## config.mk

```make
export PLATFORM = sky130hd
export DESIGN_NAME = if_stage
export DESIGN_NICKNAME = d
export VERILOG_FILES = /design/src/if_pkg.sv /design/src/if_pc_sel.sv /design/src/if_fetch_unit.sv /design/src/if_id_reg.sv /design/src/if_pc_check.sv /design/src/if_stage.sv
export VERILOG_INCLUDE_DIRS = /design/src
export SDC_FILE = /design/constraint.sdc
export NUM_CORES = 1
export LEC_CHECK = 0
export BUFFER_PORTS_ARGS = -buffer_cell sky130_fd_sc_hd__clkbuf_2
export CAP_MARGIN = 15
export CORE_AREA = 2 2 160 162
export DETAILED_ROUTE_END_ITERATION = 10
export DIE_AREA = 0 0 162 164
export PLACE_DENSITY = 0.84
export SYNTH_ARGS = -nofsm -noshare
export SYNTH_HDL_FRONTEND = slang
export SYNTH_SLANG_ARGS = --single-unit
```

## constraint.sdc

```tcl
create_clock -name clk_i -period 10.98 [get_ports clk_i]
set_input_delay 1.098 -clock clk_i [delete_from_list [all_inputs] [get_ports clk_i]]
set_output_delay 1.098 -clock clk_i [all_outputs]
set_load 0.03 [all_outputs]
```

## src/if_cfg.svh

```systemverilog
/*
 * Instruction fetch configuration
 * Address width, debug entry points, boot offset and fetch buffer depth.
 */

`ifndef IF_CFG_SVH
`define IF_CFG_SVH

// address and instruction word width
`define IF_ADDR_W       32

// debug module entry points
`define IF_DM_HALT_ADDR 32'h1A11_0800
`define IF_DM_EXC_ADDR  32'h1A11_0808

// low byte of the boot entry inside the 256-byte boot region
`define IF_BOOT_OFFSET  8'h80

`define IF_FIFO_DEPTH   2 // fetch buffer entries

`endif

```

## src/if_pkg.sv

```systemverilog
/*
 * Instruction fetch package
 * PC source and exception vector encodings, address and instruction types.
 */

`include "if_cfg.svh"

package if_pkg;

  typedef logic [`IF_ADDR_W-1:0] addr_t;  // byte address
  typedef logic [`IF_ADDR_W-1:0] instr_t; // instruction word

  // fetch address source
  typedef enum logic [2:0] {
    PC_BOOT = 3'd0,
    PC_JUMP = 3'd1,
    PC_EXC  = 3'd2,
    PC_ERET = 3'd3,
    PC_DRET = 3'd4
  } pc_sel_e;

  // exception vector source
  typedef enum logic [2:0] {
    EXC_PC_EXC     = 3'd0,
    EXC_PC_IRQ     = 3'd1,
    EXC_PC_IRQ_X   = 3'd2,
    EXC_PC_DBD     = 3'd3,
    EXC_PC_DBG_EXC = 3'd4
  } exc_pc_sel_e;

  // msb set for interrupts, low 5 bits hold the interrupt id
  typedef logic [5:0] exc_cause_t;

endpackage

```

## src/if_pc_sel.sv

```systemverilog
/*
 * Next-PC selection
 * Picks the fetch address on a redirect and builds the exception vector.
 */

`timescale 1ns/1ps
`include "if_cfg.svh"

module if_pc_sel (
  input  if_pkg::pc_sel_e     pc_mux_i,
  input  if_pkg::exc_pc_sel_e exc_pc_mux_i,
  input  if_pkg::exc_cause_t  exc_cause_i,
  input  logic                pc_set_i,
  input  if_pkg::addr_t       boot_addr_i,
  input  if_pkg::addr_t       branch_target_i,
  input  if_pkg::addr_t       csr_mepc_i,
  input  if_pkg::addr_t       csr_depc_i,
  input  if_pkg::addr_t       csr_mtvec_i,
  input  if_pkg::addr_t       csr_mtvecx_i,
  output if_pkg::addr_t       fetch_addr_n_o,
  output logic                csr_mtvec_init_o
);
  import if_pkg::*;

  addr_t      exc_pc;
  logic [4:0] irq_id;

  assign irq_id = exc_cause_i[4:0]; // msb only tells irq from exception

  // vectored interrupts land at base + 4 * id
  always_comb begin
    unique case (exc_pc_mux_i)
      EXC_PC_EXC:     exc_pc = {csr_mtvec_i[31:8], 8'h00};
      EXC_PC_IRQ:     exc_pc = {csr_mtvec_i[31:8], 1'b0, irq_id, 2'b00};
      EXC_PC_IRQ_X:   exc_pc = {csr_mtvecx_i[31:8], 1'b0, irq_id, 2'b00};
      EXC_PC_DBD:     exc_pc = `IF_DM_HALT_ADDR;
      EXC_PC_DBG_EXC: exc_pc = `IF_DM_EXC_ADDR;
      default:        exc_pc = {csr_mtvec_i[31:8], 8'h00};
    endcase
  end

  always_comb begin
    unique case (pc_mux_i)
      PC_BOOT: fetch_addr_n_o = {boot_addr_i[31:8], `IF_BOOT_OFFSET};
      PC_JUMP: fetch_addr_n_o = branch_target_i;
      PC_EXC:  fetch_addr_n_o = exc_pc;
      PC_ERET: fetch_addr_n_o = csr_mepc_i;  // back from trap handler
      PC_DRET: fetch_addr_n_o = csr_depc_i;  // back from debug mode
      default: fetch_addr_n_o = {boot_addr_i[31:8], `IF_BOOT_OFFSET};
    endcase
  end

  // mtvec takes its reset value from the boot address
  assign csr_mtvec_init_o = pc_set_i & (pc_mux_i == PC_BOOT);

  //////////////////////////////
  // checks on the redirect
  //////////////////////////////

  always_comb begin
    if (pc_set_i) begin
      assert (pc_mux_i inside {PC_BOOT, PC_JUMP, PC_EXC, PC_ERET, PC_DRET})
        else $error("illegal pc_mux_i on redirect");
      assert (pc_mux_i != PC_BOOT || boot_addr_i[7:0] == 8'h00)
        else $error("boot address not aligned to 256 bytes");
    end
  end

endmodule

```

## src/if_fetch_unit.sv

```systemverilog
/*
 * Instruction fetch unit
 * Request/grant/rvalid bus master with one request in flight, a small
 * circular buffer of fetched words and a flush on redirect.
 */

`timescale 1ns/1ps
`include "if_cfg.svh"

module if_fetch_unit (
  input  logic          clk_i,
  input  logic          rst_ni,
  input  logic          req_i,
  input  logic          branch_i,
  input  if_pkg::addr_t branch_addr_i,
  input  logic          ready_i,
  output logic          instr_req_o,
  output if_pkg::addr_t instr_addr_o,
  input  logic          instr_gnt_i,
  input  logic          instr_rvalid_i,
  input  if_pkg::instr_t instr_rdata_i,
  input  logic          instr_err_i,
  output logic          valid_o,
  output if_pkg::instr_t rdata_o,
  output if_pkg::addr_t addr_o,
  output logic          err_o,
  output logic          busy_o
);
  import if_pkg::*;

  localparam int unsigned fifo_depth = `IF_FIFO_DEPTH;
  localparam int unsigned ptr_w      = (fifo_depth > 1) ? $clog2(fifo_depth) : 1;
  localparam int unsigned cnt_w      = $clog2(fifo_depth + 1);

  addr_t            fetch_addr_q, fetch_addr_d; // next sequential address
  addr_t            next_addr;
  addr_t            req_addr_q;                 // address of the live transaction
  logic             req_q, req_d;
  logic             outstanding_q, outstanding_d;
  logic             stale_q, stale_d;           // response of live txn gets dropped
  logic             hold, txn_done, live_d, raise;
  logic             push, pop;
  logic [cnt_w-1:0] count_q, count_d;
  logic [ptr_w-1:0] rd_ptr_q, wr_ptr_q;

  addr_t            addr_mem [fifo_depth];
  instr_t           data_mem [fifo_depth];
  logic             err_mem  [fifo_depth];

  function automatic logic [ptr_w-1:0] ptr_inc(input logic [ptr_w-1:0] ptr);
    return (ptr == ptr_w'(fifo_depth - 1)) ? '0 : ptr + 1'b1;
  endfunction

  //////////////////////////////
  // bus side
  //////////////////////////////

  assign hold      = req_q & ~instr_gnt_i;           // raised but not yet granted
  assign txn_done  = outstanding_q & instr_rvalid_i;
  assign live_d    = (req_q | outstanding_q) & ~txn_done;
  assign next_addr = branch_i ? {branch_addr_i[31:2], 2'b00} : fetch_addr_q;

  assign push = txn_done & ~stale_q & ~branch_i;
  assign pop  = valid_o & ready_i;

  always_comb begin
    if (branch_i) begin
      count_d = '0;                                  // flush on redirect
    end else begin
      count_d = count_q + cnt_w'(push) - cnt_w'(pop);
    end
  end

  // a new request needs an idle bus and room for its response
  assign raise = req_i & ~live_d & (count_d < cnt_w'(fifo_depth));

  assign req_d         = hold | raise;
  assign outstanding_d = (req_q & instr_gnt_i) | (outstanding_q & ~instr_rvalid_i);

  always_comb begin
    if (raise) begin
      stale_d = 1'b0;
    end else if (branch_i) begin
      stale_d = live_d;                              // old transaction still in flight
    end else begin
      stale_d = stale_q & live_d;
    end
  end

  always_comb begin
    fetch_addr_d = fetch_addr_q;
    if (raise) begin
      fetch_addr_d = next_addr + addr_t'(4);
    end else if (branch_i) begin
      fetch_addr_d = {branch_addr_i[31:2], 2'b00};
    end
  end

  always_ff @(posedge clk_i or negedge rst_ni) begin
    if (!rst_ni) begin
      req_q         <= 1'b0;
      outstanding_q <= 1'b0;
      stale_q       <= 1'b0;
      fetch_addr_q  <= '0;
    end else begin
      req_q         <= req_d;
      outstanding_q <= outstanding_d;
      stale_q       <= stale_d;
      fetch_addr_q  <= fetch_addr_d;
    end
  end

  always_ff @(posedge clk_i) begin
    if (raise) begin
      req_addr_q <= next_addr;
    end
  end

  assign instr_req_o  = req_q;
  assign instr_addr_o = req_addr_q;
  assign busy_o       = req_q | outstanding_q;

  //////////////////////////////
  // fetch buffer
  //////////////////////////////

  always_ff @(posedge clk_i or negedge rst_ni) begin
    if (!rst_ni) begin
      count_q  <= '0;
      rd_ptr_q <= '0;
      wr_ptr_q <= '0;
    end else begin
      count_q <= count_d;
      if (branch_i) begin
        rd_ptr_q <= '0;
        wr_ptr_q <= '0;
      end else begin
        if (pop)  rd_ptr_q <= ptr_inc(rd_ptr_q);
        if (push) wr_ptr_q <= ptr_inc(wr_ptr_q);
      end
    end
  end

  // response address is still held in req_addr_q when rvalid arrives
  always_ff @(posedge clk_i) begin
    if (push) begin
      addr_mem[wr_ptr_q] <= req_addr_q;
      data_mem[wr_ptr_q] <= instr_rdata_i;
      err_mem[wr_ptr_q]  <= instr_err_i;
    end
  end

  assign valid_o = (count_q != '0);
  assign rdata_o = data_mem[rd_ptr_q];
  assign addr_o  = addr_mem[rd_ptr_q];
  assign err_o   = err_mem[rd_ptr_q];

  //////////////////////////////
  // bus protocol checks
  //////////////////////////////

  a_err_with_rvalid : assert property (@(posedge clk_i) disable iff (!rst_ni)
    instr_err_i |-> instr_rvalid_i);

  a_req_addr_ok : assert property (@(posedge clk_i) disable iff (!rst_ni)
    instr_req_o |-> (!$isunknown(instr_addr_o) && instr_addr_o[1:0] == 2'b00));

  a_req_stable : assert property (@(posedge clk_i) disable iff (!rst_ni)
    (instr_req_o && !instr_gnt_i) |=> (instr_req_o && $stable(instr_addr_o)));

endmodule

```

## src/if_id_reg.sv

```systemverilog
/*
 * IF-ID pipeline register
 * Valid and new flags plus the instruction, error and PC handed to decode.
 */

`timescale 1ns/1ps

module if_id_reg (
  input  logic           clk_i,
  input  logic           rst_ni,
  input  logic           fetch_valid_i,
  input  logic           id_in_ready_i,
  input  logic           pc_set_i,
  input  logic           instr_valid_clear_i,
  input  if_pkg::instr_t instr_i,
  input  logic           err_i,
  input  if_pkg::addr_t  pc_i,
  output logic           instr_valid_id_o,
  output logic           instr_new_id_o,
  output if_pkg::instr_t instr_rdata_id_o,
  output if_pkg::instr_t instr_rdata_alu_id_o,
  output logic           instr_fetch_err_o,
  output if_pkg::addr_t  pc_id_o
);
  import if_pkg::*;

  logic   accept;
  logic   valid_d, valid_q;
  logic   new_q;
  instr_t instr_q, instr_alu_q;
  addr_t  pc_q;
  logic   err_q;

  assign accept = fetch_valid_i & id_in_ready_i; // same as the buffer pop

  // an instruction taken in with a redirect is squashed
  assign valid_d = (accept & ~pc_set_i) | (valid_q & ~instr_valid_clear_i);

  always_ff @(posedge clk_i or negedge rst_ni) begin
    if (!rst_ni) begin
      valid_q <= 1'b0;
      new_q   <= 1'b0;
    end else begin
      valid_q <= valid_d;
      new_q   <= accept;   // one pulse per accepted word
    end
  end

  // frozen while decode stalls
  always_ff @(posedge clk_i) begin
    if (accept) begin
      instr_q     <= instr_i;
      instr_alu_q <= instr_i; // second copy keeps alu fan-out local
      err_q       <= err_i;
      pc_q        <= pc_i;
    end
  end

  assign instr_valid_id_o     = valid_q;
  assign instr_new_id_o       = new_q;
  assign instr_rdata_id_o     = instr_q;
  assign instr_rdata_alu_id_o = instr_alu_q;
  assign instr_fetch_err_o    = err_q;
  assign pc_id_o              = pc_q;

endmodule

```

## src/if_pc_check.sv

```systemverilog
/*
 * Sequential PC check
 * Alerts when the fetched PC does not follow the decode PC by one word.
 */

`timescale 1ns/1ps
`include "if_cfg.svh"

module if_pc_check (
  input  logic                  clk_i,
  input  logic                  rst_ni,
  input  logic                  accept_i,
  input  logic                  branch_i,
  input  logic                  fetch_valid_i,
  input  logic [`IF_ADDR_W-1:0] pc_if_i,
  input  logic [`IF_ADDR_W-1:0] pc_id_i,
  output logic                  pc_mismatch_alert_o
);

  logic                  seq_q, seq_d;
  logic [`IF_ADDR_W-1:0] pc_id_incr;

  // no check right after reset or any redirect
  assign seq_d = (seq_q | accept_i) & ~branch_i;

  always_ff @(posedge clk_i or negedge rst_ni) begin
    if (!rst_ni) begin
      seq_q <= 1'b0;
    end else begin
      seq_q <= seq_d;
    end
  end

  assign pc_id_incr = pc_id_i + `IF_ADDR_W'(4);

  assign pc_mismatch_alert_o = seq_q & fetch_valid_i & (pc_if_i != pc_id_incr);

endmodule

```

## src/if_stage.sv

```systemverilog
/*
 * Instruction fetch stage
 * Next-PC selection, bus fetch with buffering, IF-ID register and PC check.
 */

`timescale 1ns/1ps

module if_stage (
  input  logic                clk_i,
  input  logic                rst_ni,
  input  if_pkg::addr_t       boot_addr_i,
  input  logic                req_i,
  // instruction bus
  output logic                instr_req_o,
  output if_pkg::addr_t       instr_addr_o,
  input  logic                instr_gnt_i,
  input  logic                instr_rvalid_i,
  input  if_pkg::instr_t      instr_rdata_i,
  input  logic                instr_err_i,
  // to decode
  output logic                instr_valid_id_o,
  output logic                instr_new_id_o,
  output if_pkg::instr_t      instr_rdata_id_o,
  output if_pkg::instr_t      instr_rdata_alu_id_o,
  output logic                instr_fetch_err_o,
  output if_pkg::addr_t       pc_if_o,
  output if_pkg::addr_t       pc_id_o,
  // control from the core
  input  logic                instr_valid_clear_i,
  input  logic                pc_set_i,
  input  if_pkg::pc_sel_e     pc_mux_i,
  input  if_pkg::exc_pc_sel_e exc_pc_mux_i,
  input  if_pkg::exc_cause_t  exc_cause_i,
  input  if_pkg::addr_t       branch_target_i,
  input  if_pkg::addr_t       csr_mepc_i,
  input  if_pkg::addr_t       csr_depc_i,
  input  if_pkg::addr_t       csr_mtvec_i,
  input  if_pkg::addr_t       csr_mtvecx_i,
  output logic                csr_mtvec_init_o,
  input  logic                id_in_ready_i,
  output logic                pc_mismatch_alert_o,
  output logic                if_busy_o
);
  import if_pkg::*;

  addr_t  fetch_addr_n;
  logic   fetch_valid;
  instr_t fetch_rdata;
  addr_t  fetch_addr;
  logic   fetch_err;
  logic   accept;

  assign accept  = fetch_valid & id_in_ready_i;
  assign pc_if_o = fetch_addr;

  if_pc_sel u_pc_sel (
    .pc_mux_i         (pc_mux_i),
    .exc_pc_mux_i     (exc_pc_mux_i),
    .exc_cause_i      (exc_cause_i),
    .pc_set_i         (pc_set_i),
    .boot_addr_i      (boot_addr_i),
    .branch_target_i  (branch_target_i),
    .csr_mepc_i       (csr_mepc_i),
    .csr_depc_i       (csr_depc_i),
    .csr_mtvec_i      (csr_mtvec_i),
    .csr_mtvecx_i     (csr_mtvecx_i),
    .fetch_addr_n_o   (fetch_addr_n),
    .csr_mtvec_init_o (csr_mtvec_init_o)
  );

  if_fetch_unit u_fetch_unit (
    .clk_i          (clk_i),
    .rst_ni         (rst_ni),
    .req_i          (req_i),
    .branch_i       (pc_set_i),
    .branch_addr_i  (fetch_addr_n),
    .ready_i        (id_in_ready_i),
    .instr_req_o    (instr_req_o),
    .instr_addr_o   (instr_addr_o),
    .instr_gnt_i    (instr_gnt_i),
    .instr_rvalid_i (instr_rvalid_i),
    .instr_rdata_i  (instr_rdata_i),
    .instr_err_i    (instr_err_i),
    .valid_o        (fetch_valid),
    .rdata_o        (fetch_rdata),
    .addr_o         (fetch_addr),
    .err_o          (fetch_err),
    .busy_o         (if_busy_o)
  );

  if_id_reg u_id_reg (
    .clk_i                (clk_i),
    .rst_ni               (rst_ni),
    .fetch_valid_i        (fetch_valid),
    .id_in_ready_i        (id_in_ready_i),
    .pc_set_i             (pc_set_i),
    .instr_valid_clear_i  (instr_valid_clear_i),
    .instr_i              (fetch_rdata),
    .err_i                (fetch_err),
    .pc_i                 (fetch_addr),
    .instr_valid_id_o     (instr_valid_id_o),
    .instr_new_id_o       (instr_new_id_o),
    .instr_rdata_id_o     (instr_rdata_id_o),
    .instr_rdata_alu_id_o (instr_rdata_alu_id_o),
    .instr_fetch_err_o    (instr_fetch_err_o),
    .pc_id_o              (pc_id_o)
  );

  if_pc_check u_pc_check (
    .clk_i               (clk_i),
    .rst_ni              (rst_ni),
    .accept_i            (accept),
    .branch_i            (pc_set_i),
    .fetch_valid_i       (fetch_valid),
    .pc_if_i             (fetch_addr),
    .pc_id_i             (pc_id_o),
    .pc_mismatch_alert_o (pc_mismatch_alert_o)
  );

endmodule

```

==> impl_metrics.toml <==
[clock_network]
postCtsSetupBuffers = 0
cts_tree = "done"
cts_num_sinks = 269
h-tree-depth = 1
cts_hold_buf = 0
clock_path_buffers = 3
clk_latency_ns = 0.52
numCtsBuffers = 26
root_buffer = "clkbuf_16"
cts_resized = 0
clk_pin_slew_ns = 0.06

[sta]
grt_setup_unrepaired = "no"
worstMarginPinSlew_ns = 1.055
slew_headroom = 0.2969
fin_crit_ns = 5.320
finalHoldViolCount = 0
period_share = 0.4845
setup-violations-final = 0
fin_worst_skew_ns = 0.01499
drv_slew = 0
final.setup.tns_ns = 0
fmax_ghz = 0.1880

[setup_path]
path_max_fanout = 63
crit_buf_inv = 2
crit_chain = "buf_4 > mux2i_1 > nor2_1 > a2111oi_0 > a21oi_1 > o22ai_1 > nand4_1 > nor4_1 > a31oi_1 > clkbuf_2"
slowest_stage = "buf_4"
critPathKind = "flop to output pin"
cp.arrival_ns = 4.22
critPathRequiredTime_ns = 9.88
start_kind = "flop"
critical-path-top-delay-family = "compound AO/OA/AOI/OAI gates"
max_stage_delay_ns = 0.69
cp-end-kind = "output pin"

[routing]
wire_per_inst_um = 21.44
drt-total-wl_um = 35900
drcViolationCount = 0
viasPerCell = 5.832
drt.antenna.violating_nets = 0
drt_iter0_drc = 695
dr.pass1.iters = 5
vias = 9762

[status]
status = "completed"

[yosys]
syn_area_sq_um = 12950
syn-num-nets = 1240
synthCells = 991
yosys-top-cells-area = "edfxtp_1 (53%), dfrtp_1 (8.1%), mux2_2 (5.0%), xnor2_1 (3.1%), buf_4 (2.0%)"
async_flop_share = 0.1561
synth_top_area_cell = "edfxtp_1"
synth_edf_count = 227
yosysSeqAreaShare = 0.6077
netlist.area_leader.share = 0.5265
synth_common_cells = "edfxtp_1 (227), mux2_2 (57), xnor2_1 (46)"
yosysMostFrequentCell = "edfxtp_1"
ys_warn_count = 0
yosys_most_used_dff = "edfxtp_1"
ys_types = 81
syn_area_per_cell_sq_um = 13.06
ys_ff_latch = 269

[hold_path]
hp-class = "flop to flop"

[grt]
grt_max_degree = 71
met1_usage = 0.3179
use_met3 = 0.04242
busiest_layer = "met2"
use_met2 = 0.4683
grt_usage = 0.2632
grt-ovfl-total = 0
antenna_found_initial = 3
grt_pass1_vias = 9590
grt_pass1_wl_um = 53630

[floorplan]
coreArea_sq_um = 24820
placementRows = 58
die_h_um = 164
ios = 412
initial_utilization = 0.5216
die_w_um = 162
dieArea_sq_um = 26570

[place]
io_buffers = 380
hpwl_um = 26190
place_congestion = 0.9573

[power_and_ir_drop]
ir_worst_vdd_mv = 0.1319
p_per_area_nw_per_um2 = 219.6
power_mw = 3.459
p_leak_nw = 6.124

[layout]
area_delta_synth_final_pct = 21.65
final_util = 0.6346
nets = 1571
drive_gt1_frac = 0.3870

[run]
maxCapViolCount = 0
per-stage QoR:
stage	instances	instance area, sq um	setup WS (ns)	hold slack [ns]
6_report	1674	15750	5.660	0.4721
5_1_grt	1674	15750	5.457	0.4846
4_1_cts	1669	15730	5.764	0.4736
3_5_place_dp	1622	14860	5.609	0.4587
3_3_place_gp	1622	14860	5.654	0.4543
2_1_floorplan	991	12950	5.214	0.4597
power breakdown:
part	internal (mW)	switching, mW	leakage, nW
sequential	1.34	0.109	2.58
clock	0.543	0.359	0.421
combinational	0.353	0.757	3.12
total	2.23	1.23	6.12
cells by family after synthesis:
logic type	after synthesis	synth area share
simple gates	243	0.1032
fa+ha+maj	4	0.003866
flops	269	0.6077
mux	69	0.05886
compound gates	218	0.1247
xor+xnor	69	0.05393
buf+inv	119	0.04774
registers in the layout, indices dropped and copies added (netlist names), 2 cells and up:
| name | count |
|---|---|
| u_id_reg.pc_id_o | 32 |
| u_fetch_unit.err_mem | 2 |
| u_fetch_unit.instr_addr_o | 32 |
| u_fetch_unit.addr_mem | 64 |
| u_fetch_unit.data_mem | 64 |
| u_fetch_unit.fetch_addr_q | 32 |
| u_fetch_unit.count_q | 2 |
| u_id_reg.instr_rdata_id_o | 32 |
worst paths after layout:
path	depth (start not counted)	slack, ns	from	endpoint
min reg2reg	0	0.47	u_fetch_unit.instr_addr_o[16]	u_fetch_unit.addr_mem[1][16]
min	0	0.47	u_fetch_unit.instr_addr_o[16]	u_fetch_unit.addr_mem[1][16]
max reg2reg	12	6.50	u_fetch_unit.count_q[0]	u_fetch_unit.fetch_addr_q[26]
max in group asynchronous	2	9.89	rst_ni	u_fetch_unit.rd_ptr_q
min in group asynchronous	2	0.66	rst_ni	u_fetch_unit.fetch_addr_q[4]
max	10	5.66	u_fetch_unit.rd_ptr_q	pc_mismatch_alert_o
per-layer routing:
metal / part of all wire / routed length, um / vias to the layer above
li1: - / - / 4450
met1: 0.37 / 13420 / 4697
met2: 0.50 / 18110 / 530
met3: 0.077 / 2766 / 85
met4: 0.045 / 1604 / 0
met5: 0 / 0 / -
layout make-up:
type	count	area, sq um
Antenna cell	3	7.507
Clock buffer	33	698.2
Clock inverter	14	171.4
Fill cell	1895	9070
Inverter	31	116.4
Multi-Input combinational cell	603	4487
Sequential cell	269	7871
Tap cell	330	412.9
Timing Repair Buffer	391	1984
placed cells by master (no fill, tap or decap), types with 8 or more instances in the layout:
master     netlist  final
buf_4           35     10
nand2_1         43     43
edfxtp_1       227    227
nor3_1          20     20
inv_1           31     31
o22ai_1         17     17
a31oi_1         12     12
nor2b_1          8      8
o32a_1           9      9
a21oi_1         34     34
nor2_1          43     42
mux2i_1         12     12
xnor2_1         46     46
nand4_1         13     13
xor2_1          16     16
o31ai_1         10     10
nand2b_1        14     14
o32ai_1         19     19
clkbuf_2         0    380
a221oi_1        14     14
o2bb2ai_1       11     11
o21ai_0         31     31
dfrtp_1         42     41
or3_1           20     20
nand3_1         35     35
mux2_2          57     57
clkbuf_16        0     27
Note: power is estimated with default switching activity, not from simulation.
